==> src/common/ex_pkg.sv <==
package ex_pkg;

	localparam int xlen = 32;

	typedef logic [4:0] reg_addr_t;  // x0 is never written
	typedef logic [xlen-1:0] data_t;
	typedef logic [2:0] thread_id_t;  // up to eight threads

	typedef enum logic [2:0] {
		op_add = 3'd0,
		op_sub = 3'd1,
		op_and = 3'd2,
		op_or  = 3'd3,
		op_xor = 3'd4,
		op_beq = 3'd5,
		op_bne = 3'd6
	} alu_op_e;

	function automatic logic is_branch(alu_op_e op);
		return (op == op_beq) || (op == op_bne);
	endfunction

endpackage

==> src/queue/thread_queue.sv <==
`timescale 1ns/1ps

module thread_queue #(
	parameter int queue_depth = 3
) (
	input  logic              clk,
	input  logic              rst,
	input  logic              issue_req,
	input  ex_pkg::alu_op_e   issue_op,
	input  ex_pkg::reg_addr_t issue_rd,
	input  ex_pkg::reg_addr_t issue_rs1,
	input  ex_pkg::reg_addr_t issue_rs2,
	input  ex_pkg::data_t     issue_op1,
	input  ex_pkg::data_t     issue_op2,
	input  ex_pkg::data_t     issue_pc,
	input  ex_pkg::data_t     issue_imm,
	output logic              issue_ack,
	input  logic              pop,
	input  logic              wb_valid,
	input  ex_pkg::reg_addr_t wb_addr,
	input  ex_pkg::data_t     wb_data,
	input  logic              jump_en,
	output logic              head_valid,
	output ex_pkg::alu_op_e   head_op,
	output ex_pkg::reg_addr_t head_rd,
	output ex_pkg::data_t     head_op1,
	output ex_pkg::data_t     head_op2,
	output ex_pkg::data_t     head_pc,
	output ex_pkg::data_t     head_imm
);
	import ex_pkg::*;

	localparam int cnt_w = $clog2(queue_depth + 1);

	// entry 0 is the oldest instruction
	alu_op_e   q_op  [queue_depth-1:0];
	reg_addr_t q_rd  [queue_depth-1:0];
	reg_addr_t q_rs1 [queue_depth-1:0];
	reg_addr_t q_rs2 [queue_depth-1:0];
	data_t     q_op1 [queue_depth-1:0];
	data_t     q_op2 [queue_depth-1:0];
	data_t     q_pc  [queue_depth-1:0];
	data_t     q_imm [queue_depth-1:0];

	alu_op_e   n_op  [queue_depth-1:0];
	reg_addr_t n_rd  [queue_depth-1:0];
	reg_addr_t n_rs1 [queue_depth-1:0];
	reg_addr_t n_rs2 [queue_depth-1:0];
	data_t     n_op1 [queue_depth-1:0];
	data_t     n_op2 [queue_depth-1:0];
	data_t     n_pc  [queue_depth-1:0];
	data_t     n_imm [queue_depth-1:0];

	data_t     fwd_op1 [queue_depth-1:0];
	data_t     fwd_op2 [queue_depth-1:0];
	data_t     in_op1;
	data_t     in_op2;

	logic [cnt_w-1:0] cnt;
	logic [cnt_w-1:0] wr_idx;
	logic             room;
	logic             acc;
	logic             br_pend;  // own branch between pop and result

	function automatic data_t fwd(reg_addr_t rs, data_t val);
		if (wb_valid && wb_addr != '0 && wb_addr == rs) begin
			return wb_data;
		end
		return val;
	endfunction

	always_comb begin
		for (int j = 0; j < queue_depth; j++) begin
			fwd_op1[j] = fwd(q_rs1[j], q_op1[j]);
			fwd_op2[j] = fwd(q_rs2[j], q_op2[j]);
		end
		in_op1 = fwd(issue_rs1, issue_op1);
		in_op2 = fwd(issue_rs2, issue_op2);
	end

	// a pop at the same edge frees the head slot
	assign room   = (cnt < cnt_w'(queue_depth)) || pop;
	assign acc    = issue_req && !issue_ack && room && !jump_en;
	assign wr_idx = pop ? cnt - 1'b1 : cnt;

	always_comb begin
		for (int j = 0; j < queue_depth; j++) begin
			n_op[j]  = q_op[j];
			n_rd[j]  = q_rd[j];
			n_rs1[j] = q_rs1[j];
			n_rs2[j] = q_rs2[j];
			n_op1[j] = fwd_op1[j];
			n_op2[j] = fwd_op2[j];
			n_pc[j]  = q_pc[j];
			n_imm[j] = q_imm[j];
		end
		if (pop) begin
			for (int j = 0; j < queue_depth - 1; j++) begin  // shift toward head
				n_op[j]  = q_op[j+1];
				n_rd[j]  = q_rd[j+1];
				n_rs1[j] = q_rs1[j+1];
				n_rs2[j] = q_rs2[j+1];
				n_op1[j] = fwd_op1[j+1];
				n_op2[j] = fwd_op2[j+1];
				n_pc[j]  = q_pc[j+1];
				n_imm[j] = q_imm[j+1];
			end
		end
		if (acc) begin
			n_op[wr_idx]  = issue_op;
			n_rd[wr_idx]  = issue_rd;
			n_rs1[wr_idx] = issue_rs1;
			n_rs2[wr_idx] = issue_rs2;
			n_op1[wr_idx] = in_op1;
			n_op2[wr_idx] = in_op2;
			n_pc[wr_idx]  = issue_pc;
			n_imm[wr_idx] = issue_imm;
		end
	end

	always_ff @(posedge clk) begin
		for (int j = 0; j < queue_depth; j++) begin
			q_op[j]  <= n_op[j];
			q_rd[j]  <= n_rd[j];
			q_rs1[j] <= n_rs1[j];
			q_rs2[j] <= n_rs2[j];
			q_op1[j] <= n_op1[j];
			q_op2[j] <= n_op2[j];
			q_pc[j]  <= n_pc[j];
			q_imm[j] <= n_imm[j];
		end
	end

	always_ff @(posedge clk) begin
		if (!rst) begin
			cnt       <= '0;
			issue_ack <= 1'b0;
			br_pend   <= 1'b0;
		end else begin
			if (jump_en) begin
				cnt <= '0;  // taken branch drops the wrong path
			end else begin
				cnt <= cnt + cnt_w'(acc) - cnt_w'(pop);
			end
			if (acc) begin
				issue_ack <= 1'b1;
			end else if (!issue_req) begin
				issue_ack <= 1'b0;
			end
			br_pend <= pop && is_branch(q_op[0]);  // result always one cycle later
		end
	end

	assign head_valid = (cnt != '0) && !br_pend;
	assign head_op    = q_op[0];
	assign head_rd    = q_rd[0];
	assign head_op1   = fwd_op1[0];  // bypass same-cycle writeback
	assign head_op2   = fwd_op2[0];
	assign head_pc    = q_pc[0];
	assign head_imm   = q_imm[0];

endmodule

==> config.mk <==
export PLATFORM = sky130hd
export DESIGN_NAME = thread_queue
export DESIGN_NICKNAME = d
export VERILOG_FILES = /design/src/common/ex_pkg.sv /design/src/queue/thread_queue.sv
export SDC_FILE = /design/constraint.sdc
export NUM_CORES = 1
export LEC_CHECK = 0
export BUFFER_PORTS_ARGS = -buffer_cell sky130_fd_sc_hd__buf_2
export CAP_MARGIN = 0
export CORE_MARGIN = 8
export CORE_UTILIZATION = 47
export DETAILED_ROUTE_END_ITERATION = 7
export PLACE_DENSITY_LB_ADDON = 0.3
export SLEW_MARGIN = 20
export SYNTH_ARGS = -nofsm -noshare
export SYNTH_HDL_FRONTEND = slang
export SYNTH_SLANG_ARGS = --single-unit
==> constraint.sdc <==
create_clock -name clk -period 9.7 [get_ports clk]
set_clock_uncertainty 0.2 [all_clocks]
set_input_delay 0.485 -clock clk [delete_from_list [all_inputs] [get_ports clk]]
set_output_delay 0.485 -clock clk [all_outputs]
set_load 0.005 [all_outputs]
Yosys cells after proc, flatten, opt, wreduce, memory -nomap -nowiden
Memories as Yosys holds them, arrays and structs flattened.
Cells that the tools add are included.

word-level totals
  flip-flop bits (word level) = 4
  RAM bits = 438
  bits of input ports = 189
  output and inout port bits = 138
  word-level logic and storage cells = 109
  memories = 8

memories
  name             words  bits a word  rd ports  clocked after memory_dff  write ports  RTL line            RTL
  q_imm            3      32           3         0                         3            thread_queue.sv:43  data_t q_imm [queue_depth-1:0];
  q_op1            3      32           3         0                         3            thread_queue.sv:40  data_t q_op1 [queue_depth-1:0];
  q_op2            3      32           3         0                         3            thread_queue.sv:41  data_t q_op2 [queue_depth-1:0];
  q_pc             3      32           3         0                         3            thread_queue.sv:42  data_t q_pc [queue_depth-1:0];
  q_rd             3      5            3         0                         3            thread_queue.sv:37  reg_addr_t q_rd [queue_depth-1:0];
  q_rs1            3      5            3         0                         3            thread_queue.sv:38  reg_addr_t q_rs1 [queue_depth-1:0];
  2 more memories  n/a    n/a          n/a       n/a                       n/a          n/a

operators by class
  add/sub/neg operators = 3
  order comparisons = 3
  equal/unequal tests = 11
  muxes and demuxes = 57
  bitwise logic cells = 1
  reductions and logical operators = 23

operator list
  operator                                                           count
  two-way mux 32 bit                                                 17
  bitwise mux 96 bit                                                 4
  two-way mux 96 bit                                                 4
  two-way mux 64 bit                                                 4
  demux 32 bit (select 2 bit)                                        1
  bitwise mux 15 bit                                                 3
  two-way mux 15 bit                                                 3
  == test 5 bit                                                      8
  two-way mux 10 bit                                                 3
  logical AND 1 bit                                                  15
  demux 5 bit (select 2 bit)                                         1
  two-way mux 1 bit                                                  10
  bitwise mux 9 bit                                                  1
  two-way mux 9 bit                                                  1
  demux 3 bit (select 2 bit)                                         1
  == test 3 bit, second input constant                               2
  two-way mux 6 bit                                                  1
  two-way mux 5 bit                                                  1
  nonzero test 5 bit                                                 1
  zero test 1 bit                                                    3
  < comparator 2 x 3 -> 1 bit, second input constant                 1
  two-way mux 3 bit                                                  1
  adder 2 x 1 -> 2 bit                                               1
  greater-or-equal comparator 2 x 1 -> 1 bit, second input constant  1
  9 further kinds                                                    10

Longest topological paths before layout
  depth after elaboration = 8
  depth in mapped cells = 10
  gate-level depth less buffers = 10

Worst setup path after synthesis
Ideal clock, no wire load.

  path type = input port to flip-flop
  from = input port pop
  to = memory q_op1[0][64] (netlist name)
  library setup time = 0.128 ns
  data arrival time = 5.183 ns
  data required time = 9.372 ns
  path slack = 4.189 ns
  stages on the path = 7
  path buffers = 2
  cell sequence = buf_2 or3b_2 a2111oi_4 o21ai_1 clkbuf_1 o22ai_1 a21oi_1

RTL lines
  what             RTL line            RTL
  start, declared  thread_queue.sv:18  input logic pop,
  end, declared    thread_queue.sv:40

Final worst setup path
  from = input port wb_addr[1]
  to = output port head_op1[20]

on the way
  longest elaborated chain between the ends = 5
  elaborated cells on any way between the ends = 6
  classes of those cells = eq/ne: 1; mux: 2; reduce/logical: 3

RTL lines
  what                    RTL line            RTL
  start, declared         thread_queue.sv:20  input ex_pkg::reg_addr_t wb_addr,
  nonzero test 5 bit      thread_queue.sv:66  if (wb_valid && wb_addr != '0 && wb_addr == rs) begin
  logical AND 1 bit       thread_queue.sv:66
  logical AND 1 bit (*)   thread_queue.sv:66
  two-way mux 1 bit (*)   thread_queue.sv:66
  two-way mux 32 bit (*)  thread_queue.sv:69  return val;
  end, declared           thread_queue.sv:26  output ex_pkg::data_t head_op1,

Every way passes the cells marked *; elsewhere a longest branch is shown, timed or not.

==> results.py <==
metrics = {
    "run_status": {
        "status": "finished clean",
    },
    "logic_synthesis": {
        "synth-xor-area-share_pct": 1.74,
        "yosys_warnings": 0,
        "synth_common_cells": "360 x dfxtp_1, 286 x nand2_1, 228 x o21ai_0",
        "avgSynthCellArea_um2": 9.37,
        "post_synth_and_or_nand_nor_area_fraction_pct": 10.0,
        "synth_area_leader_cell": "dfxtp_1",
        "syn_nets": 2501,
        "synth.distinct_cells": 63,
        "synth_mux_area_share_pct": 10.8,
        "synthAdderAreaFrac_pct": 0.231,
        "synth_top_area_share_pct": 33.3,
        "syn-instance-count": 2308,
        "synth_ff_type": "dfxtp_1",
        "synthMostInstantiatedCell": "dfxtp_1",
        "ys_top_cells_by_area": "dfxtp_1 33%, edfxtp_1 11%, mux2i_1 8.7%, o21ai_0 5.3%, nand2_1 5.0%",
        "synth_top_family_by_area": "compound AO/OA/AOI/OAI gates",
        "seq_area_frac_synth_pct": 44.7,
        "synth_edf_count": 82,
        "async_flop_share_pct": 0,
        "ys_ff_latch": 442,
        "syn_area_um2": 21600,
        "synth_compound_area_share_pct": 24.5,
    },
    "sta": {
        "rsz0062_at_grt": "false",
        "worst_pin_slew_ns": 1.10,
        "hold_viol": 0,
        "fin_crit_sh_pct": 43.0,
        "slew_headroom_pct": 26.2,
        "finalSetupViolCount": 0,
        "tns_ns": 0,
        "fmax_mhz": 240,
        "slew_violations": 0,
        "layout_min_cycle_time_ns": 4.17,
    },
    "detailed_routing": {
        "drtIter0Drc": 2022,
        "vias": 19800,
        "routed_via_density": 6.13,
        "drc": 0,
        "drtPass1Iterations": 8,
        "wl_per_cell_um": 22.1,
        "antenna_left": 0,
        "routed_wl_um": 71300,
    },
    "pwr": {
        "clockPowerShare_pct": 32.5,
        "peakVddDrop_uv": 142,
        "p_sw_mw": 1.67,
        "power.internal_mw": 3.95,
        "leakage_nw": 10.4,
        "pwr-share-seq_pct": 44.2,
        "combPwrFrac_pct": 23.3,
        "power_mw": 5.62,
        "powerDensity_nw_per_um2": 217,
        "switching_share_pct": 29.7,
    },
    "die": {
        "num_rows": 78,
        "die_area_um2": 53100,
        "die_h_um": 230,
        "start_util_pct": 47.6,
        "core_area_um2": 45400,
        "io_pins": 327,
        "die_w_um": 230,
    },
    "clock_tree": {
        "cts_tree": "done",
        "max-clock-path-buffers": 3,
        "clock-sinks": 442,
        "htreeDepth": 2,
        "cts_made_buffers": 48,
        "post_cts_buffers": 0,
        "cts_root_buf": "clkbuf_16",
        "clk_pin_slew_worst_paths_ns": 0.06,
        "insertion_delay_ns": 0.60,
    },
    "final_layout": {
        "drive_gt1_share_pct": 23.1,
        "finalNetCount": 2776,
        "syn_to_final_growth_pct": 19.8,
        "fin_util_pct": 57.1,
        "stdcell_count": 3225,
        "fillCellCount": 3844,
    },
    "global_routing": {
        "overflow": 0,
        "antenna_found_initial": 2,
        "track_usage_pct": 25.3,
        "grt_max_degree": 220,
        "grt_pass1_vias": 19600,
        "grt_first_pass_wirelength_um": 110000,
    },
    "flow_run": {
        "cap_violations": 0,
    },
    "worst_setup_path": {
        "cp_cell_sequence": "buf_2 -> or4_4 -> o21a_2 -> buf_4 -> and3_2 -> mux2_2 -> buf_2",
        "max_stage_delay_ns": 1.07,
        "slowest_stage": "and3_2",
        "required_ns": 9.02,
        "worst-setup-path-type": "primary input to output pin",
        "crit_path_end_kind": "output pin",
        "critPathLaunchType": "primary input",
        "crit_path_frequent_cell": "buf_2",
        "worstPathArrival_ns": 3.49,
        "crit_fanout": 75,
        "rrSetupSlack_ns": 5.69,
    },
    "placement": {
        "dp_hpwl_um": 45200,
        "dpl.cell_count": 2998,
        "port_buffers": 326,
        "place.gp.congestion": 0.887,
    },
    "min_path": {
        "worstHoldPathType": "primary input to flop",
    },
}
repair_timing:
item                                   CTS  global route
endpoints found under the hold margin  310             0
gates resized for setup                  0             0
hold buffers                           135             0
power groups by stage:
stage / combinational [mW] / clock [mW] / sequential, mW
floorplan: 0.913 / 0 / 2.44
global placement: 1.19 / 0 / 2.49
detailed placement: 1.24 / 0 / 2.51
CTS: 1.29 / 1.86 / 2.47
global route: 1.43 / 1.93 / 2.52
finish: 1.31 / 1.83 / 2.49
layer usage:
metal  track usage [%]  part of all wire, %
met5                 0                0.018
met4              8.61                  2.7
met3              6.02                  9.6
met2              39.8                   46
met1              33.7                   42
through the flow:
stage          worst slack, ns  hold slack [ns]  cell area (um^2)
2_1_floorplan             4.19            0.227             21600
3_3_place_gp              5.49            0.239             22900
3_5_place_dp              5.39            0.242             22900
4_1_cts                   5.56         0.000806             25900
5_1_grt                   5.38           0.0147             25900
6_report                  5.53           0.0185             25900
final timing paths:
check,startpoint,end,cells after the start
min,jump_en,cnt[1],2
max reg2reg,cnt[0],q_op1[0][28],8
max,wb_addr[1],head_op1[20],7
min reg2reg,q_op2[0][67],q_op2[0][35],2
cells by family (layout without fill, tap and decap cells):
logic type,Yosys count,in the layout
fa+ha+maj,4,4
other cells,0,4
buf+inv,344,657
mux,229,229
flops,442,442
xor+xnor,43,43
simple gates,500,500
compound gates,746,746
cell usage in the layout (no fill, tap or decap), types with 53 or more instances in the layout:
cell type and instances:
a21oi_1 82, a31oi_1 62, buf_2 325, dfxtp_1 360
dlygate4sd3_1 135, edfxtp_1 82, inv_1 68, mux2i_1 187
nand2_1 286, nor2_1 62, nor3_1 53, o21ai_0 228
area by class of cell:
type	instances	area (um^2)	share of cell area [%]
Antenna cell	4	10.0	0.0387
Clock buffer	75	1440	5.57
Multi-Input combinational cell	1522	10300	39.9
Inverter	69	259	1.00
Tap cell	600	751	2.90
Timing Repair Buffer	500	3300	12.7
Sequential cell	442	9670	37.3
Clock inverter	13	136	0.527
worst max-delay path: cells and delay by family:
family / cells / cell delay, ns
muxes: 1 / 0.42
buffers and inverters: 3 / 1.12
and+or+nand+nor: 2 / 1.29
AOI/OAI and AO/OA: 1 / 0.11
(Power assumes the default switching activity.)
