==> config.mk <==
export PLATFORM = sky130hd
export DESIGN_NAME = alu
export DESIGN_NICKNAME = d
export VERILOG_FILES = /design/src/common/ex_pkg.sv /design/src/logic/alu.sv
export SDC_FILE = /design/constraint.sdc
export NUM_CORES = 1
export LEC_CHECK = 0
export ABC_AREA = 1
export BUFFER_PORTS_ARGS = -buffer_cell sky130_fd_sc_hd__buf_2
export CORE_AREA = 2 2 148 150
export DETAILED_ROUTE_END_ITERATION = 6
export DIE_AREA = 0 0 150 152
export GPL_TIMING_DRIVEN = 0
export PLACE_DENSITY = 0.68
export SYNTH_ARGS = -nofsm -noshare
export SYNTH_HDL_FRONTEND = slang
export SYNTH_SLANG_ARGS = --single-unit
==> constraint.sdc <==
create_clock -name vclk -period 2.37
set_input_delay 0.1185 -clock vclk [all_inputs]
set_output_delay 0.1185 -clock vclk [all_outputs]
set_load 0.02 [all_outputs]
==> src/common/ex_pkg.sv <==
package ex_pkg;

	localparam int xlen = 32;

	typedef logic [4:0] reg_addr_t;  // x0 is never written
	typedef logic [xlen-1:0] data_t;
	typedef logic [2:0] thread_id_t;  // up to eight threads

	typedef enum logic [2:0] {
		op_add = 3'd0,
		op_sub = 3'd1,
		op_and = 3'd2,
		op_or  = 3'd3,
		op_xor = 3'd4,
		op_beq = 3'd5,
		op_bne = 3'd6
	} alu_op_e;

	function automatic logic is_branch(alu_op_e op);
		return (op == op_beq) || (op == op_bne);
	endfunction

endpackage

==> src/logic/alu.sv <==
`timescale 1ns/1ps

module alu (
	input  logic              slot_valid,
	input  ex_pkg::alu_op_e   slot_op,
	input  ex_pkg::reg_addr_t slot_rd,
	input  ex_pkg::data_t     slot_op1,
	input  ex_pkg::data_t     slot_op2,
	input  ex_pkg::data_t     slot_pc,
	input  ex_pkg::data_t     slot_imm,
	output logic              res_wen,
	output ex_pkg::reg_addr_t res_rd,
	output ex_pkg::data_t     res_data,
	output logic              res_jump,
	output ex_pkg::data_t     res_jump_addr
);
	import ex_pkg::*;

	logic arith;
	logic taken;

	always_comb begin
		arith    = 1'b1;
		taken    = 1'b0;
		res_data = '0;
		case (slot_op)
			op_add: res_data = slot_op1 + slot_op2;
			op_sub: res_data = slot_op1 - slot_op2;
			op_and: res_data = slot_op1 & slot_op2;
			op_or:  res_data = slot_op1 | slot_op2;
			op_xor: res_data = slot_op1 ^ slot_op2;
			op_beq: begin
				arith = 1'b0;
				taken = (slot_op1 == slot_op2);
			end
			op_bne: begin
				arith = 1'b0;
				taken = (slot_op1 != slot_op2);
			end
			default: arith = 1'b0;
		endcase
	end

	assign res_wen       = slot_valid && arith && (slot_rd != '0);
	assign res_rd        = slot_rd;
	assign res_jump      = slot_valid && taken;
	assign res_jump_addr = slot_pc + slot_imm;  // pc relative target

endmodule

Yosys cells after proc, flatten, opt, wreduce, memory -nomap -nowiden:

Index checks and enable logic that the tools add are counted.

* multiplexer cells: 3
* bitwise logic cells: 3
* equal/unequal tests: 8
* $add $sub $neg: 3
* reduce and logical (&&, ||, !) cells: 6

Operators by type and width (count)
* case mux 32 bit (5 select lines): 1
* adder 32 bit: 2
* AND 32 bit: 1
* equality test 32 bit: 1
* inequality test 32 bit: 1
* bitwise OR 32 bit: 1
* subtractor 32 bit: 1
* XOR 32 bit: 1
* equality test 3 bit (second input constant): 3
* equality test 3 x 2 -> 1 bit (second input constant): 2
* nonzero test 5 bit: 1
* OR reduction 5 bit: 1
* equality test 3 x 1 -> 1 bit (second input constant): 1
* logical AND 1 bit: 3
* logical NOT 3 bit: 1
* case mux 1 bit (2 select lines): 1
* two-way mux 1 bit: 1

* word-level logic and storage cells: 23
* input port bits: 137
* bits in registers: 0
* output and inout bits: 71

Logic depth before layout (Yosys ltp):

Gate-level depths: netlist of the first run.

* word-level depth: 5
* gate-level depth with buffers: 16
* depth with buffers taken out: 16

Worst setup path after synthesis of the first run:

OpenSTA, ideal clock, no wires.

* kind: input -> output
* start point: input port slot_pc[0]
* end point: output port res_jump_addr[20]
* path slack: 511 ps
* path buffers: 0
* data required time: 2251 ps
* cell stages on the path: 9
* arrival: 1740 ps
* path through: ha_1 inv_1 fa_1 o21ai_0 nand2_1 nand3_1 nand4_1 nand2_1 xor2_1

* cells in the longest elaborated chain, start to end: 1

RTL lines
* start, declared: RTL line alu.sv:9 `input ex_pkg::data_t slot_pc,`
* adder 32 bit: RTL line alu.sv:47 `assign res_jump_addr = slot_pc + slot_imm;`
* end, declared: RTL line alu.sv:15 `output ex_pkg::data_t res_jump_addr`

No other way between the ends.

Worst setup path after layout of the first run:

* start point: input port slot_op1[1]
* end point: output port res_data[25]

* cells in the longest elaborated chain, start to end: 2
* elaborated cells between the ends (all ways): 3
* those cells by class: add/sub: 2; mux: 1

RTL lines
* start, declared: RTL line alu.sv:7 `input ex_pkg::data_t slot_op1,`
* subtractor 32 bit or adder 32 bit (tied branches): RTL line alu.sv:28, alu.sv:27
* case mux 32 bit (5 select lines) (*): RTL line alu.sv:26 `case (slot_op)`
* end, declared: RTL line alu.sv:13 `output ex_pkg::data_t res_data,`

Every way passes the cells marked *; elsewhere a longest branch is shown, timed or not.

==> results of run 1 <==
==> power by group <==
| group | internal [mW] | total, mW | switching [mW] | leakage (nW) |
|---|---|---|---|---|
| clock | 0.0000000566 | 0.0000000566 | 0 | 0.00000634 |
| combinational | 0.841 | 2.60 | 1.76 | 6.10 |
| sequential | 0 | 0 | 0 | 0 |
==> layout by cell type (no fill, tap or decap), types with 2 or more instances in the layout <==
cell	netlist	routed
nand2_1	510	503
inv_1	328	328
buf_2	15	224
ha_1	134	131
nor2_1	136	129
nand3_1	130	127
a21oi_1	117	116
o21ai_0	49	49
nand4_1	21	21
xor2_1	20	20
nor2_2	13	20
o22ai_1	20	20
o21ai_1	17	17
buf_4	13	15
nor3_1	14	14
nand2_2	7	14
o21bai_1	10	10
buf_6	8	8
inv_2	8	8
xnor2_1	6	6
nor4_1	7	6
a221oi_1	5	5
a21o_1	4	4
o21ai_2	3	3
nand3_2	1	3
o211ai_1	3	3
ha_2	0	3
clkbuf_1	2	2
and2_1	2	2
a211oi_1	3	2
a22oi_1	2	2
fa_2	0	2
==> cell families (layout without fill, tap and decap cells) <==
family,count (synthesis),after routing,synth area share [%]
AOI/OAI and AO/OA,239,239,15.9
xor gates and xnor gates,26,26,2.71
adders and majority gates,137,137,20.7
buffers and inverters,377,587,18.4
other,0,1,0
and+or+nand+nor,848,848,42.3
==> what timing repair did <==
action / 4_1_cts / 5_1_grt
resized for setup: 5 / 22
pin swaps: 1 / 1
endpoints found under the setup margin: 5 / 15
buffers inserted: 1 / 1
hold endpoints to repair: 0 / 0
==> worst max-delay path, cell delays in order <==
cell     delay, ns
buf_2         0.17
inv_1         0.06
ha_1          0.40
nand3_1       0.11
nand3_1       0.16
nand2_1       0.07
nand2_1       0.13
nand2_1       0.07
nand2_1       0.17
nand2_1       0.12
nand2_1       0.08
nand2_1       0.05
nand3_1       0.07
nand3_1       0.15
buf_2         0.21
==> layout make-up <==
| class | instances | area, µm² |
|---|---|---|
| multi-input combinational | 1250 | 6940 |
| timing repair buffer | 210 | 1060 |
| buffer | 40 | 279 |
| inverter | 337 | 1270 |
| fill | 2474 | 11500 |
| tap | 280 | 350 |
| antenna | 1 | 2.50 |
==> routing by layer <==
layer  up-vias  GRT usage, %  wire [µm]
met5         -             0          0
met4         0          11.0       1570
met3        72          1.98       2490
met2       455          50.6      16100
met1      4886          35.6      13900
li1       5535             -          -
==> worst paths after layout <==
path	end	from	cells past startpoint	slack, ns
max	res_data[25]	slot_op1[1]	15	0.11
min	res_rd[0]	slot_rd[0]	3	0.56
==> cells in the mapped netlist (2+ instances only) <==
master and instances:
a211oi_1 3, a21o_1 4, a21oi_1 117, a221oi_1 5, a22oi_1 2, and2_1 2, buf_2 15, buf_4 13
buf_6 8, clkbuf_1 2, fa_1 3, ha_1 134, inv_1 328, inv_2 8, nand2_1 510, nand2_2 7
nand3_1 130, nand4_1 21, nor2_1 136, nor2_2 13, nor3_1 14, nor4_1 7, o211ai_1 3, o21ai_0 49
o21ai_1 17, o21ai_2 3, o21bai_1 10, o22ai_1 20, xnor2_1 6, xor2_1 20
==> impl_results.md, run 1 <==
* Non-Filler Instances at 2118
* Grt ovf at 0
* Post-synth top area share at 22.8%
* DRT Pass-1 Iters at 5
* Setup Total Neg Slack at 0 ns
* Achievable frequency at 442 MHz
* Min cycle time layout at 2.26 ns
* Residual DRC at 0
* Vias in the first global route at 10300
* Die Span Y at 152 µm
* Pleak at 6.10 nW
* Syn Nets at 1901
* Pwr Total at 2.60 mW
* Worst min path class: in2out
* I/O pin count at 208
* Final WS setup at 0.107 ns
* Fin area at 9890 µm²
* Critical path capture point type: primary output
* Gpl congestion at 0.967
* Port bufs at 208
* Max Cap Violations at 0
* Post-cts hold buffer count at 0
* Place WS at -0.239 ns
* Core Util, Final at 46.3%
* Worst VDD drop at 116 µV
* Worst path required time at 2.25 ns
* Slew Limit Fails at 0
* Die width at 150 µm
* Cell taking the most area after synthesis: nand2_1
* Dpl hpwl at 29.6 mm
* ANT nets after route at 0
* Initial antenna violation count at 0
* Layout clock buffers at 0
* Least-Margin Pin Slew at 0.718 ns
* CP Max Fanout at 5
* Main area contributors after synthesis: nand2_1 23%, ha_1 20%, inv_1 15%
* RSZ-0062 raised after global routing: false
* Vias at 10900
* First-pass GRT wire length at 51.8 mm
* Site Rows at 54
* Cell Pwr Density at 263 nW/µm²
* Area growth from synthesis to final layout at 17.8%
* Hold slack at 0.555 ns
* Syn avg cell area at 5.16 µm²
* Sequential cells at 0
* Die area at 22800 µm²
* Post-synthesis sequential area ratio at 0%
* Yosys cell types at 47
* Largest net degree at the start of global routing at 11
* NumNets Final at 2113
* WL/cell at 16.1 µm
* Drt initial violations at 655
* Hold Violations, Final at 0
* Vias per inst at 5.17
* DP Area at 9790 µm²
* GRT Total Usage at 28.5%
* Startpoint Class: primary input
* Mapped Cells at 1627
* Synth warn at 0
* Initial Util at 39.3%
* Dpl cells at 2115
* Relative slew slack at 52.1%
* Mapped Area at 8400 µm²
* CP Data Arrival Time at 2.14 ns
* Setup violations, final at 0
* Core Area at 21400 µm²
* Layout cells sized above 1 at 17.0%
* Status: complete, no violations
* DRT Wirelength at 34.1 mm
* Period utilization at 95.5%
* CP Class: in2out
* Seq. cell area at 0 µm²
(Power assumes the default switching activity.)
==> run 2: changes to the inputs <==
ABC_AREA = default   (was 1)
CORE_AREA = 2 2 135 137   (was 2 2 148 150)
DIE_AREA = 0 0 137 139   (was 0 0 150 152)
PLACE_DENSITY = 0.7   (was 0.68)
==> impl_results.md, run 2 <==
* Seq. cell area at 0 µm²
* Ranking of synthesized cells by instance count: 134 x ha_1, 119 x a21oi_1, 101 x inv_1
* Min cycle time layout at 3.14 ns
* WHS Path Cells at 3
* Achievable frequency at 318 MHz
* Sequential cells at 0
* Status: complete, but fails checks
* Failing checks: setup timing
* Die width at 137 µm
* Post-synth top area share at 24.3%
* Critical path capture point type: primary output
* Worst VDD drop at 263 µV
* Hold slack at 0.558 ns
* NumNets Final at 1599
* Startpoint Class: primary input
* Vias per inst at 5.94
* CP Class: in2out
* Slew Limit Fails at 0
* Commonest non-fill, non-tap cell in the layout: buf_2
* Worst path required time at 2.25 ns
* Multi-input gate area at 7570 µm²
* Initial antenna violation count at 2
* Period utilization at 133%
* RSZ-0062 raised after global routing: true
* Cell Pwr Density at 305 nW/µm²
* GRT Total Usage at 28.3%
* Cell taking the most area after synthesis: ha_1
* Vias in the first global route at 8789
* DRT Pass-1 Iters at 5
* Mapped Area at 6900 µm²
* Dpl hpwl at 21.6 mm
* Layout cells sized above 1 at 42.0%
* Vias at 9231
* Residual DRC at 0
* Non-Filler Instances at 1554
* Site Rows at 49
* Fill cell count at 1617
* Worst hold start: slot_rd[1]
* Relative slew slack at 12.3%
* CP Data Arrival Time at 3.02 ns
* ANT nets after route at 0
* Yosys cell types at 76
* Gpl congestion at 0.988
* Main area contributors after synthesis: ha_1 24%, a21oi_1 8.6%, inv_1 5.5%
* Mapped Cells at 1042
* Pwr Total at 3.26 mW
* First-pass GRT wire length at 44.1 mm
* Syn Nets at 1316
* Least-Margin Pin Slew at 1.30 ns
* Port bufs at 207
* Drt initial violations at 843
* CP Max Fanout at 6
* Core Area at 17700 µm²
* WL/cell at 19.1 µm
* Post-cts hold buffer count at 0
* Hold Violations, Final at 0
* Most frequent cells in the layout: 154 x buf_2, 100 x buf_4, 97 x ha_1
* Area growth from synthesis to final layout at 54.5%
* Final WS setup at -0.772 ns
* CP Launch Point: slot_op2[3]
* DRT Wirelength at 29.6 mm
* Dpl cells at 1478
* Max Cap Violations at 0
* Initial Util at 39.1%
* Post-synthesis sequential area ratio at 0%
* Pleak at 4.86 nW
* Die Span Y at 139 µm
* Syn avg cell area at 6.62 µm²
* Layout clock buffers at 0
* Setup violations, final at 29
* Die area at 19000 µm²
* Worst min path class: in2out
* I/O pin count at 208
* Largest net degree at the start of global routing at 11
* Synth warn at 0
* Most frequent cell after synthesis: ha_1
* Grt ovf at 0
-- run 2: cell types whose count changed after synthesis, sizes merged, moves of 22 or more --
cell	before	now
xnor2	6	37
nor2	151	83
clkbuf	3	38
inv	337	101
nand2	517	74
a21o	4	26
nand3	131	25
-- run 2: kinds of logic (layout without fill, tap and decap cells) --
group                      after synthesis  in the layout  share of synthesized area, %
and+or+nand+nor                        296            296                          20.7
AOI/OAI and AO/OA                      388            388                          36.8
other                                    0              2                             0
buffers and inverters                  160            441                          9.36
adders and majority gates              137            137                          25.2
xor gates and xnor gates                50             50                          6.35
muxes                                   11             11                          1.65
-- run 2: per-stage QoR --
step	TNS, ns	worst slack (ns)	utilization (%)	instance area [µm²]
finish	-11.55	-0.772	60.4	10700
CTS	-9.44	-0.718	55.6	9830
global placement	-21.90	-1.15	48.7	8610
floorplan	-1.42	-0.465	-	7280
detailed placement	-22.03	-1.11	48.7	8610
global route	-14.66	-0.818	60.3	10700
-- run 2: power by group --
group | switching [mW] | internal [mW]
sequential | 0 | 0
clock | 0 | 0.000000113
combinational | 1.84 | 1.42
total | 1.84 | 1.42
-- run 2: what timing repair did --
item,4_1_cts,5_1_grt
endpoints found under the setup margin,44,47
gates resized for setup,223,151
buffers inserted,60,30
pin swaps,79,77
-- run 2: worst paths after layout --
kind	endpoint
worst max-delay path	res_data[29]
worst min-delay path	res_rd[1]
-- run 2: critical path, cell delays in order --
cell	delay, ns
buf_8	0.08
inv_6	0.03
ha_4	0.25
or3_4	0.41
o211ai_1	0.22
buf_4	0.18
o41ai_4	0.07
o211ai_2	0.28
a21oi_2	0.14
a311o_1	0.36
nor3_2	0.16
mux2_4	0.31
o211ai_1	0.21
buf_4	0.19
-- run 2: final cells by class --
class | count | area share (%)
Tap cell | 229 | 2.69
Timing Repair Buffer | 296 | 19.7
Inverter | 101 | 4.24
Antenna cell | 2 | 0.0470
Buffer | 44 | 2.29
Multi-Input combinational cell | 882 | 71.0
-- run 2: routing by layer --
layer	track usage, %	share of wire, %	up-vias
met3	2.81	8.7	108
met2	48.5	48	504
met4	11.1	4.5	0
met1	36.0	39	4281
li1	-	-	4338
met5	0	0	-
==> run 3: changes to the inputs <==
CORE_AREA = 2 2 150 123   (was 2 2 135 137)
DIE_AREA = 0 0 152 125   (was 0 0 137 139)
SLEW_MARGIN = 15   (was default)
clock period = 4.02 ns   (was 2.37 ns; I/O delays follow)
==> impl_results.md, run 3 (synthesis results as in run 2) <==
* Fill cell count at 1856
* Site Rows at 44
* Max stage delay on crit path at 0.57 ns
* NumNets Final at 1525
* Hold slack at 0.722 ns
* Seq. cell area at 0 µm²
* Initial Util at 39.0%
* Cell Pwr Density at 172 nW/µm²
* Port bufs at 207
* Multi-input gate area at 6280 µm²
* I/O pin count at 208
* Worst VDD drop at 78.2 µV
* Die width at 152 µm
* Max Cap Violations at 0
* Core Area at 17700 µm²
* RSZ-0062 raised after global routing: false
* Setup violations, final at 0
* Relative slew slack at 39.6%
* Worst path required time at 3.82 ns
* Gpl congestion at 1.00
* GR Util met1 at 38.6%
* Drt initial violations at 892
* Setup Total Neg Slack at 0 ns
* CP Data Arrival Time at 3.65 ns
* Residual DRC at 0
* Initial antenna violation count at 0
* Achievable frequency at 260 MHz
* Dpl hpwl at 21.6 mm
* Vias at 8587
* Sequential cells at 0
* Slew Limit Fails at 0
* Layout cells sized above 1 at 20.2%
* Vias per inst at 5.81
* GRT Total Usage at 25.9%
* DRT Pass-1 Iters at 6
* DRT Wirelength at 26.4 mm
* Post-cts hold buffer count at 0
* CP Class: in2out
* Most frequent CP cell: buf_2
* Period utilization at 95.7%
* Worst min path class: in2out
* Vias in the first global route at 7706
* Pleak at 4.05 nW
* First-pass GRT wire length at 41.1 mm
* CP Max Fanout at 8
* Commonest non-fill, non-tap cell in the layout: buf_2
* Die area at 19000 µm²
* Critical path capture point type: primary output
* Grt ovf at 0
* Met2 Use GR at 40.1%
* Layout clock buffers at 0
* Least-Margin Pin Slew at 0.906 ns
* Worst path slowest cell: a31oi_1
* Startpoint Class: primary input
* Hold Violations, Final at 0
* Largest net degree at the start of global routing at 11
* Min cycle time layout at 3.85 ns
* Die Span Y at 125 µm
* Global-route track usage on met3 at 3.57%
* Most frequent cells in the layout: 210 x buf_2, 134 x ha_1, 119 x a21oi_1
* WL/cell at 17.9 µm
* ANT nets after route at 0
* Area growth from synthesis to final layout at 19.5%
* # diodes at 0
* Critical path cell sequence: buf_2, inv_1, ha_1, buf_2, nor3_2, nand2_1, a21o_1, a21o_1, a31oi_1, a21oi_1, o31ai_1, xor2_1, o221ai_1, buf_2
* Grt peak-use layer: met2
* Status: complete, no violations
[run 3: what timing repair did]
| item | in CTS | in global routing |
|---|---|---|
| endpoints found under the setup margin | 0 | 1 |
| setup buffers | 0 | 0 |
| resized for setup | 0 | 2 |
[run 3: critical path: cells and delay by family]
family	cells	cell delay, ns
simple gates	2	0.51
xor+xnor	1	0.12
buf+inv	4	0.56
fa+ha+maj	1	0.27
compound gates	6	1.96
[run 3: path summary, 6_finish.rpt]
path / from / end / cells after the start
worst max-delay path: slot_op1[9] / res_data[30] / 14
worst min-delay path: slot_rd[1] / res_rd[1] / 3
[run 3: final cells by class]
type	instances	share of cell area [%]
Buffer	59	3.23
Inverter	101	4.60
Multi-Input combinational cell	882	76.1
Tap cell	230	3.49
Timing Repair Buffer	207	12.6
[run 3: metal layers]
layer  wire (µm)  up-vias
li1            -     4178
met1       12100     3892
met2       11000      475
met3        2750       42
met4         564        0
met5           0        -
[run 3: through the flow]
| step | instances | total power [mW] | worst slack [ns] | area, µm² | utilization [%] |
|---|---|---|---|---|---|
| final | 1479 | 1.42 | 0.172 | 8250 | 46.7 |
| after global routing | 1479 | 1.54 | 0.0149 | 8250 | 46.7 |
| after CTS | 1479 | 1.39 | 0.192 | 8230 | 46.6 |
| after detailed placement | 1479 | 1.38 | 0.197 | 8230 | 46.6 |
| after global placement | 1479 | 1.38 | 0.171 | 8220 | 46.5 |
| after floorplan | 1042 | 0.951 | 0.901 | 6900 | - |
[run 3: report_power, final]
part	internal, mW	switching [mW]	leakage [nW]
Clock	0	0	0
Sequential	0	0	0
Combinational	0.528	0.893	4.05
Total	0.528	0.893	4.05
