==> src/common/ex_pkg.sv <==
package ex_pkg;

	localparam int xlen = 32;

	typedef logic [4:0] reg_addr_t;  // x0 is never written
	typedef logic [xlen-1:0] data_t;
	typedef logic [2:0] thread_id_t;  // up to eight threads

	typedef enum logic [2:0] {
		op_add = 3'd0,
		op_sub = 3'd1,
		op_and = 3'd2,
		op_or  = 3'd3,
		op_xor = 3'd4,
		op_beq = 3'd5,
		op_bne = 3'd6
	} alu_op_e;

	function automatic logic is_branch(alu_op_e op);
		return (op == op_beq) || (op == op_bne);
	endfunction

endpackage

==> src/logic/dispatch_select.sv <==
`timescale 1ns/1ps

module dispatch_select #(
	parameter int num_threads = 4,
	parameter int num_alus    = 2
) (
	input  logic               dispatch_valid  [num_alus-1:0],
	input  ex_pkg::thread_id_t dispatch_thread [num_alus-1:0],
	input  logic               head_valid [num_threads-1:0],
	input  ex_pkg::alu_op_e    head_op    [num_threads-1:0],
	input  ex_pkg::reg_addr_t  head_rd    [num_threads-1:0],
	input  ex_pkg::data_t      head_op1   [num_threads-1:0],
	input  ex_pkg::data_t      head_op2   [num_threads-1:0],
	input  ex_pkg::data_t      head_pc    [num_threads-1:0],
	input  ex_pkg::data_t      head_imm   [num_threads-1:0],
	output logic               slot_valid  [num_alus-1:0],
	output ex_pkg::thread_id_t slot_thread [num_alus-1:0],
	output ex_pkg::alu_op_e    slot_op     [num_alus-1:0],
	output ex_pkg::reg_addr_t  slot_rd     [num_alus-1:0],
	output ex_pkg::data_t      slot_op1    [num_alus-1:0],
	output ex_pkg::data_t      slot_op2    [num_alus-1:0],
	output ex_pkg::data_t      slot_pc     [num_alus-1:0],
	output ex_pkg::data_t      slot_imm    [num_alus-1:0],
	output logic               pop [num_threads-1:0]
);
	import ex_pkg::*;

	always_comb begin
		for (int k = 0; k < num_alus; k++) begin
			slot_valid[k]  = 1'b0;  // unknown thread ids stay idle
			slot_thread[k] = dispatch_thread[k];
			slot_op[k]     = op_add;
			slot_rd[k]     = '0;
			slot_op1[k]    = '0;
			slot_op2[k]    = '0;
			slot_pc[k]     = '0;
			slot_imm[k]    = '0;
			for (int t = 0; t < num_threads; t++) begin
				if (dispatch_thread[k] == t) begin
					slot_valid[k] = dispatch_valid[k] && head_valid[t];
					slot_op[k]    = head_op[t];
					slot_rd[k]    = head_rd[t];
					slot_op1[k]   = head_op1[t];
					slot_op2[k]   = head_op2[t];
					slot_pc[k]    = head_pc[t];
					slot_imm[k]   = head_imm[t];
				end
			end
		end
	end

	always_comb begin
		for (int t = 0; t < num_threads; t++) begin
			pop[t] = 1'b0;
			for (int k = 0; k < num_alus; k++) begin
				if (slot_valid[k] && slot_thread[k] == t) begin
					pop[t] = 1'b1;
				end
			end
		end
	end

endmodule

==> config.mk <==
export PLATFORM = sky130hd
export DESIGN_NAME = dispatch_select
export DESIGN_NICKNAME = d
export VERILOG_FILES = /design/src/common/ex_pkg.sv /design/src/logic/dispatch_select.sv
export SDC_FILE = /design/constraint.sdc
export NUM_CORES = 1
export LEC_CHECK = 0
export BUFFER_PORTS_ARGS = -buffer_cell sky130_fd_sc_hd__buf_2
export CAP_MARGIN = 10
export CORE_AREA = 2 2 327 329
export DETAILED_ROUTE_END_ITERATION = 10
export DIE_AREA = 0 0 329 331
export SLEW_MARGIN = 20
export SYNTH_ARGS = -nofsm -noshare
export SYNTH_HDL_FRONTEND = slang
export SYNTH_SLANG_ARGS = --single-unit
==> constraint.sdc <==
create_clock -name vclk -period 2.17
set_clock_uncertainty 0.15 [all_clocks]
set_input_delay 0.3255 -clock vclk [all_inputs]
set_output_delay 0.3255 -clock vclk [all_outputs]
set_load 0.01 [all_outputs]
# Word-level counts from Yosys, hierarchy flattened
# Cells that the tools add are included.
totals:
  word_cells: 88
  input_bits: 556
  register_bits: 0
op_classes:
  n_reduce_logical: 18
  eq_ne: 6
  muxes: 64
op_table:
  columns: ["op", "n"]
  rows:
  - ["$mux W32", 32]
  - ["$mux W5", 8]
  - ["$mux W3", 8]
  - ["$logic_and A1 B1 Y1", 16]
  - ["$mux W1", 16]
  - ["$eq A3 B2 Y1 const B", 4]
  - ["$eq A3 B1 Y1 const B", 2]
  - ["$logic_not A3 Y1", 2]

# Depth between registers and ports, before layout
# Gate-level depths: netlist of run 1.
depth:
  word_depth: 8
  depth_mapped: 5
  mapped_depth_nobuf: 2

# Worst setup path before layout of run 1
# OpenSTA, ideal clock, no wires.
synth_path:
  path_kind: "input port to output port"
  startpoint: "input dispatch_thread[2] (netlist name)"
  endpoint: "output slot_op1[0] (netlist name)"
  arrival_time_ns: 1.179
  path_stages: 5
  path_buffers: 3
  required_time_ns: 1.695
  slack_ns: 0.515
  path_cell_list: "or2_1 -> buf_6 -> buf_6 -> buf_6 -> o22ai_1"
synth_lines:
  columns: ["element", "line", "source"]
  rows:
  - ["from (decl)", "dispatch_select.sv:8", "input ex_pkg::thread_id_t dispatch_thread [num_alus-1:0],"]
  - ["to (decl)", "dispatch_select.sv:20", "output ex_pkg::data_t slot_op1 [num_alus-1:0],"]

==> qor.yml, run 1 <==
status:
  status: "complete, but fails checks"
  violations: "setup timing"
drt:
  vias: 13350
  wire_per_inst_um: 28.06
  drc_errors: 0
  viasPerCell: 4.104
  routed_wl_mm: 91.31
  ant_nets: 0
  first_pass_iters: 5
  drt_first_iter_violations: 901
timing:
  drv_slew: 0
  finalSetupTns_ns: -0.9519
  finalHoldViolCount: 0
  period_share: 1.056
  layout_setup_ws_ns: -0.1211
  rsz0062_at_grt: "true"
  period_needed_ns: 2.291
  finalSetupViolCount: 34
  max_freq_mhz: 436.5
  worstMarginPinSlew_ns: 0.5442
  slew_headroom: 0.6372
synthesis:
  ys_types: 15
  syn_area_per_cell_um2: 8.473
  syn-num-nets: 1526
  ys_warn_count: 0
  synth-seq-area-share: 0
  syn_area_um2: 8219
  syn_inst: 970
final_layout:
  instances_no_fill: 3254
  nets: 2403
  syn2layout_area_growth_pct: 88.66
  fill_cells: 12110
  nFlopsAndLatches: 0
  clock_buffer_count: 0
  ff_latch_area_um2: 0
  drive_above_1_share: 0.5767
  multi_input_area_um2: 7779
  final_core_util: 0.1477
critical_path:
  cp.arrival_ns: 1.82
  cp_max_fo: 45
  start_kind: "input port"
  worstPathRequired_ns: 1.69
  crit_type: "in2out"
  cp-end-kind: "output pin"
placement:
  gp_congestion: 0.8988
  place_inst: 3235
  portBuffers: 840
  hpwl_mm: 81.68
die:
  dieArea_um2: 108900
  core_area_um2: 105000
  die_w_um: 329
  start_util: 0.07830
  num_rows: 119
  die_h_um: 331
  ios: 840
pwr:
  ir_drop_mv: 0.1889
  p_per_area_nw_per_um2: 253.1
  leakagePower_nw: 8.283
global_route:
  grt_overflow_total: 0
  grt_pass1_wl_mm: 114.2
  grt_usage: 0.1533
  grt_antenna_before_repair: 82
  grt_max_degree: 87
  grt_pass1_vias: 12420
run:
  cap_viol_max_count: 0
clocking:
  postCtsHoldBufs: 0
worst_hold_path:
  hold_class: "in2out"
  hold_end: "slot_thread[5]"
  hold_start: "dispatch_thread[5]"
  whs_path_depth: 2
## worst max-delay path: stages
cell and delay [ns]:
buf_2 0.13, buf_4 0.16, nand2b_4 0.17, buf_6 0.23, o22ai_1 0.49, buf_2 0.24
## metrics by stage
| stage | power [mW] | hold WS (ns) | area, um2 | worst slack (ns) |
|---|---|---|---|---|
| final | 3.924 | 0.8427 | 15510 | -0.1211 |
| after floorplan | 1.608 | 0.5928 | 8219 | 0.5154 |
| after global placement | 3.742 | 0.8631 | 14870 | -0.5681 |
| after detailed placement | 3.763 | 0.8659 | 14870 | -0.5780 |
| after CTS | 3.906 | 0.8659 | 15330 | -0.04052 |
| after global routing | 4.134 | 0.8671 | 15500 | -0.03761 |
## repair_timing
action,CTS,global route
resized for setup,78,20
pin swaps,2,0
endpoints found under the setup margin,55,28
hold endpoints to repair,0,0
cloned,1,0
buffers inserted,0,1
## Yosys cell counts
| master | n | area (um2) |
|---|---|---|
| mux2i_1 | 548 | 5485 |
| o22ai_1 | 276 | 1727 |
| buf_4 | 44 | 330.3 |
| buf_2 | 39 | 195.2 |
| buf_6 | 27 | 304.0 |
| clkbuf_1 | 17 | 63.81 |
| nand2_1 | 4 | 15.01 |
| nand2b_1 | 4 | 25.02 |
| inv_1 | 2 | 7.510 |
| nand3b_1 | 2 | 15.01 |
| o32ai_1 | 2 | 17.52 |
| or2_1 | 2 | 12.51 |
| buf_1 | 1 | 3.750 |
| or3b_1 | 1 | 8.760 |
| or3b_2 | 1 | 8.760 |
## where the power goes
group | internal, mW | leakage (nW) | switching [mW]
sequential | 0 | 0 | 0
clock | 0.00000103 | 0.000112 | 0
combinational | 1.68 | 8.28 | 2.25
total | 1.68 | 8.28 | 2.25
## logic make-up after synthesis
group / Yosys count / share of synthesized area
and+or+nand+nor: 14 / 0.01035
buffers and inverters: 130 / 0.1101
muxes: 548 / 0.6674
AOI/OAI and AO/OA: 278 / 0.2122
## cell type report
type | instances | share of cell area
diodes | 18 | 0.002905
inverters | 2 | 0.0004841
well taps | 1391 | 0.1122
multi-input cells | 840 | 0.5017
repair buffers | 1003 | 0.3827
## worst max-delay path by stage
stage / slack (ns) / endpoint / from
6_report: -0.12 / slot_pc[30] / dispatch_thread[2]
5_1_grt: -0.04 / slot_imm[2] / dispatch_thread[0]
4_1_cts: -0.04 / slot_imm[2] / dispatch_thread[0]
3_5_place_dp: -0.58 / slot_imm[2] / dispatch_thread[0]
3_3_place_gp: -0.57 / slot_imm[2] / dispatch_thread[0]
2_1_floorplan: 0.52 / slot_op1[0] / dispatch_thread[2]
## metal layers
layer,wire length (um),GRT usage,up-vias
met1,38180,0.1978,6403
met2,40100,0.2430,948
met4,2360,0.02511,84
met3,10130,0.06068,219
li1,-,-,5699
met5,534,0,-
## cells in the final DEF, fill, tap and decap left out, types with 4 or more instances in the layout
| cell type | n |
|---|---|
| buf_2 | 823 |
| mux2i_1 | 543 |
| o22ai_1 | 225 |
| buf_4 | 142 |
| o22ai_2 | 38 |
| buf_12 | 26 |
| diode_2 | 18 |
| o22ai_4 | 13 |
| buf_6 | 5 |
| mux2i_2 | 4 |
| nand2_1 | 4 |
| buf_16 | 4 |
No activity file was read; power rests on OpenSTA's default activity.
==> inputs of run 2 (changes only) <==
--- a/config.mk
+++ b/config.mk
@@ -7,9 +7,9 @@
 export LEC_CHECK = 0
 export BUFFER_PORTS_ARGS = -buffer_cell sky130_fd_sc_hd__buf_2
 export CAP_MARGIN = 10
-export CORE_AREA = 2 2 327 329
+export CORE_AREA = 2 2 331 333
 export DETAILED_ROUTE_END_ITERATION = 10
-export DIE_AREA = 0 0 329 331
+export DIE_AREA = 0 0 333 335
 export SLEW_MARGIN = 20
 export SYNTH_ARGS = -nofsm -noshare
 export SYNTH_HDL_FRONTEND = slang
==> run 2 against run 1 <==
Net effect: routed wire length is 11% higher; largest cell class unchanged; the run still ends with setup timing left; hold slack worse by 0.12 ns; cell count is 4.3% higher; die area is 2.4% higher; first-iteration DRC count is 1.9% lower; critical path depth is 1 higher; sequential share of layout area stayed put; global-route usage is 1.2 points higher; cell area is 11% higher.
==> qor.yml, run 2 (synthesis results as in run 1) <==
critical_path:
  start_kind: "input port"
  crit_family: "buffers and inverters"
  crit_type: "in2out"
  cp_max_fo: 35  # -22%
  cp_num_buf_inv: 5  # +1
  worstPathRequired_ns: 1.69  # about the same
  cp.arrival_ns: 1.77  # -0.05 ns
  cpPeakStageDelay_ns: 0.29  # -0.20 ns
  slowest_stage: "o22ai_1"
  path_cells: "buf_2 -> buf_4 -> nand2b_4 -> buf_12 -> buf_4 -> o22ai_1 -> buf_2"
  cp-end-kind: "output pin"
worst_hold_path:
  hold_end: "slot_thread[2]"
  hold_start: "dispatch_thread[2]"
  hold_class: "in2out"
  whs_path_depth: 2  # unchanged
timing:
  period_share: 1.034  # -0.02172
  period_needed_ns: 2.244  # -0.04714 ns
  slew_headroom: 0.6375  # about the same
  worstMarginPinSlew_ns: 0.5437  # -0.0005373 ns
  finalSetupViolCount: 21  # -38%
  layout_setup_ws_ns: -0.07398  # +0.04714 ns
  holdWs_ns: 0.7271  # -0.1157 ns
  max_freq_mhz: 445.6  # +2.1%
  finalHoldViolCount: 0  # unchanged
  rsz0062_at_grt: "true"
  drv_slew: 0  # unchanged
die:
  start_util: 0.07604  # -0.002265
  die_w_um: 333  # +1.2%
  dieArea_um2: 111600  # +2.4%
  num_rows: 121  # +1.7%
  ios: 840  # unchanged
  core_area_um2: 108100  # +3.0%
  die_h_um: 335  # +1.2%
drt:
  viasPerCell: 4.078  # -0.62%
  drt_first_iter_violations: 884  # -1.9%
  wire_per_inst_um: 29.85  # +6.4%
  vias: 13840  # +3.6%
  ant_nets: 0  # unchanged
  drc_errors: 0  # unchanged
  routed_wl_mm: 101.3  # +11%
  first_pass_iters: 5  # unchanged
global_route:
  grt_pass1_vias: 13460  # +8.4%
  grt_max_degree: 64  # -26%
  grt_overflow_total: 0  # unchanged
  grt_antenna_before_repair: 81  # -1.2%
  grt_pass1_wl_mm: 125.2  # +9.7%
  grt_usage: 0.1651  # +0.01176
final_layout:
  drive_above_1_share: 0.6217  # +0.04498
  final_core_util: 0.1587  # +0.01102
  final_area_um2: 17160  # +11%
  nets: 2514  # +4.6%
  ff_latch_area_um2: 0  # unchanged
  fill_cells: 12400  # +2.4%
  clock_buffer_count: 0  # unchanged
  nFlopsAndLatches: 0  # unchanged
  multi_input_area_um2: 8243  # +6.0%
  layout_commonest_cell: "buf_2"
  layout_common_cells: "810 x buf_2, 523 x mux2i_1, 240 x buf_4"
  instances_no_fill: 3393  # +4.3%
  syn2layout_area_growth_pct: 108.8
placement:
  hpwl_mm: 89.39  # +9.4%
  place_inst: 3354  # +3.7%
  gp_congestion: 0.9847  # +9.6%
  portBuffers: 840  # unchanged
  place_area_um2: 15640  # +5.1%
status:
  violations: "setup timing"
  status: "complete, but fails checks"
pwr:
  leakagePower_nw: 8.944  # +8.0%
  ir_drop_mv: 0.1363  # -28%
  finalPower_mw: 4.525  # +15%
  p_per_area_nw_per_um2: 263.7  # +4.2%
run:
  cap_viol_max_count: 0  # unchanged
clocking:
  postCtsHoldBufs: 0  # unchanged
run 2: power breakdown:
group	switching, mW	total, mW	internal [mW]	leakage [nW]
combinational	2.54	4.53	1.98	8.94
clock	0	0.00000140	0.00000140	0.000149
sequential	0	0	0	0
total	2.54	4.53	1.98	8.94
run 2: cell type report:
class,count,share of cell area
tap,1414,0.1031
antenna,23,0.003354
multi-input combinational,840,0.4804
timing repair buffer,1114,0.4127
inverter,2,0.0004375
run 2: per-stage QoR:
| stage | worst slack (ns) | TNS [ns] |
|---|---|---|
| floorplan | 0.5154 | 0 |
| global placement | -0.6063 | -14.75 |
| detailed placement | -0.6016 | -14.63 |
| CTS | -0.08485 | -0.1732 |
| global route | -0.06681 | -0.2255 |
| finish | -0.07398 | -0.7079 |
run 2: repair_timing:
action                                  4_1_cts  5_1_grt
endpoints found under the setup margin       80       47
gates resized for setup                     162       55
gates cloned                                  2        4
endpoints found under the hold margin         0        0
pin swaps                                    19        7
setup buffers                                 1        9
run 2: worst max-delay path by stage:
stage                            start            to  depth (start not counted)
floorplan           dispatch_thread[2]   slot_op1[0]                          5
global placement    dispatch_thread[0]    slot_pc[7]                          6
detailed placement  dispatch_thread[0]    slot_pc[7]                          6
CTS                 dispatch_thread[0]  slot_op2[31]                          6
global route        dispatch_thread[0]  slot_op1[19]                          7
finish              dispatch_thread[3]  slot_op1[50]                          7
run 2: layer usage:
layer / share of wire / GRT usage / vias to the layer above
li1: - / - / 5934
met1: 0.41 / 0.2045 / 6664
met2: 0.43 / 0.2568 / 888
met3: 0.12 / 0.07373 / 255
met4: 0.036 / 0.04602 / 96
met5: 0.0058 / 0 / -
==> inputs of run 3 (changes only) <==
--- a/config.mk
+++ b/config.mk
@@ -6,7 +6,7 @@
 export NUM_CORES = 1
 export LEC_CHECK = 0
 export BUFFER_PORTS_ARGS = -buffer_cell sky130_fd_sc_hd__buf_2
-export CAP_MARGIN = 10
+export CAP_MARGIN = 5
 export CORE_AREA = 2 2 331 333
 export DETAILED_ROUTE_END_ITERATION = 10
 export DIE_AREA = 0 0 333 335
==> constraint.sdc (replaced) <==
create_clock -name vclk -period 2.6
set_clock_uncertainty 0.15 [all_clocks]
set_input_delay 0.39 -clock vclk [all_inputs]
set_output_delay 0.39 -clock vclk [all_outputs]
set_load 0.01 [all_outputs]
==> run 3 against run 2 <==
Net effect: the run still ends with setup timing left; global-route usage about the same; via count is 1.1% lower; routed wire length is 2.4% lower; count of clock-buffer cells in the layout is the same; sequential share of layout area stayed put; hold slack gained 0.21 ns; critical path depth shrank 1; non-clock buffer count decreased by 66; setup slack gained 0.017 ns; sequential cell count unchanged; combinational power down 25%; critical path type unchanged; critical endpoint is now slot_op1[10].
==> qor.yml, run 3 (synthesis results as in run 1) <==
status:
  status: "complete, but fails checks"
  violations: "setup timing"
timing:
  max_freq_mhz: 376.4
  holdWs_ns: 0.9420  # +0.2149 ns
  finalSetupViolCount: 3  # -86%
  layout_setup_ws_ns: -0.05681  # +0.01717 ns
  drv_slew: 0  # unchanged
  period_share: 1.022
  finalHoldViolCount: 0  # unchanged
  slew_headroom: 0.4770  # -0.1606
  period_needed_ns: 2.657
  rsz0062_at_grt: "true"
  worstMarginPinSlew_ns: 0.7627  # +0.2190 ns
  finalSetupTns_ns: -0.1301  # +0.5777 ns
placement:
  gp_congestion: 1.007  # +2.2%
  portBuffers: 840  # unchanged
  pre_cts_slack_ns: -0.3722  # +0.2294 ns
  hpwl_mm: 89.57  # +0.21%
critical_path:
  cp.arrival_ns: 2.12  # +0.35 ns
  cp-end-kind: "output pin"
  crit_end: "slot_op1[10]"
  crit_family: "buffers and inverters"
  crit_path_frequent_cell: "buf_2"
  path_cells: "buf_2 -> or2_4 -> buf_12 -> buf_4 -> o22ai_1 -> buf_2"
  cp_num_buf_inv: 4  # -1
  cp_num_cells: 6  # -1
  slowest_stage: "o22ai_1"
  cpPeakStageDelay_ns: 0.51  # +0.22 ns
  crit_type: "in2out"
  cp_max_fo: 34  # -2.9%
  worstPathRequired_ns: 2.06  # +0.37 ns
  start_kind: "input port"
  cp-startpoint: "dispatch_thread[2]"
drt:
  drc_errors: 0  # unchanged
  vias: 13680  # -1.1%
  routed_wl_mm: 98.86  # -2.4%
  first_pass_iters: 6  # +1
  wire_per_inst_um: 29.63  # -0.77%
  viasPerCell: 4.099  # +0.52%
  ant_nets: 0  # unchanged
  drt_first_iter_violations: 1147  # +30%
pwr:
  leakagePower_nw: 8.395  # -6.1%
  ir_drop_mv: 0.1171  # -14%
  finalPower_mw: 3.401  # -25%
  p_per_area_nw_per_um2: 218.8  # -17%
final_layout:
  ff_latch_area_um2: 0  # unchanged
  drive_above_1_share: 0.5751  # -0.04654
  clock_buffer_count: 0  # unchanged
  nFlopsAndLatches: 0  # unchanged
  nets: 2448  # -2.6%
  fill_cells: 12520  # +0.97%
  layout_commonest_cell: "buf_2"
  layout_common_cells: "838 x buf_2, 545 x mux2i_1, 245 x o22ai_1"
  syn2layout_area_growth_pct: 89.10
worst_hold_path:
  hold_class: "in2out"
global_route:
  grt_overflow_total: 0  # unchanged
  grt_pass1_vias: 13050  # -3.1%
  grt_max_degree: 48  # -25%
  grt_antenna_before_repair: 83  # +2.5%
  grt_usage: 0.1647  # -0.0003427
  grt_pass1_wl_mm: 124.4  # -0.67%
die:
  die_w_um: 333  # unchanged
  ios: 840  # unchanged
  core_area_um2: 108100  # unchanged
  die_h_um: 335  # unchanged
  start_util: 0.07604  # unchanged
  num_rows: 121  # unchanged
  dieArea_um2: 111600  # unchanged
clocking:
  postCtsSetupRepairBufs: 0  # -1
  postCtsHoldBufs: 0  # unchanged
run:
  cap_viol_max_count: 0  # unchanged
-- run 3: changes by cell type in the layout (fill, tap and decap cells not counted), moves of 10 or more --
cell and change:
buf_4 -57, buf_6 -16, o22ai_4 -32, mux2i_2 -13
buf_2 +28, buf_16 -10, mux2i_1 +22, diode_2 +10
o22ai_1 +41
-- run 3: routing by layer --
metal	wire length, um	part of all wire	track usage	vias to the layer above
li1	-	-	-	5814
met1	40470	0.41	0.2067	6551
met2	42000	0.42	0.2514	993
met3	11770	0.12	0.07055	246
met4	4125	0.042	0.05074	76
met5	505	0.0051	0.01563	-
-- run 3: report_power, final --
part           internal (mW)  switching, mW
Clock             0.00000119              0
Sequential                 0              0
Combinational           1.41           1.99
-- run 3: what timing repair did --
item	CTS	global route
resized for setup	38	2
setup endpoints to repair	32	3
pin swaps	0	0
-- run 3: through the flow --
step | area (um2) | utilization | cells
2_1_floorplan | 8219 | - | 970
3_3_place_gp | 15210 | 0.1407 | 3304
3_5_place_dp | 15210 | 0.1407 | 3304
4_1_cts | 15450 | 0.1429 | 3304
5_1_grt | 15500 | 0.1434 | 3321
6_report | 15540 | 0.1438 | 3337
-- run 3: cell type report --
cell class	count	area, um2	area share
multi-input cells	840	7585	0.4880
repair buffers	1048	6098	0.3924
well taps	1414	1769	0.1138
diodes	33	82.58	0.005313
inverters	2	7.507	0.0004830
-- run 3: how the worst min path moves through the flow --
stage / startpoint / endpoint / slack, ns / cells after the start
3_3_place_gp: dispatch_thread[5] / slot_thread[5] / 0.93 / 2
2_1_floorplan: dispatch_thread[0] / slot_thread[0] / 0.72 / 1
6_report: dispatch_thread[2] / slot_thread[2] / 0.94 / 2
5_1_grt: dispatch_thread[5] / slot_thread[5] / 0.95 / 2
4_1_cts: dispatch_thread[5] / slot_thread[5] / 0.94 / 2
3_5_place_dp: dispatch_thread[5] / slot_thread[5] / 0.94 / 2
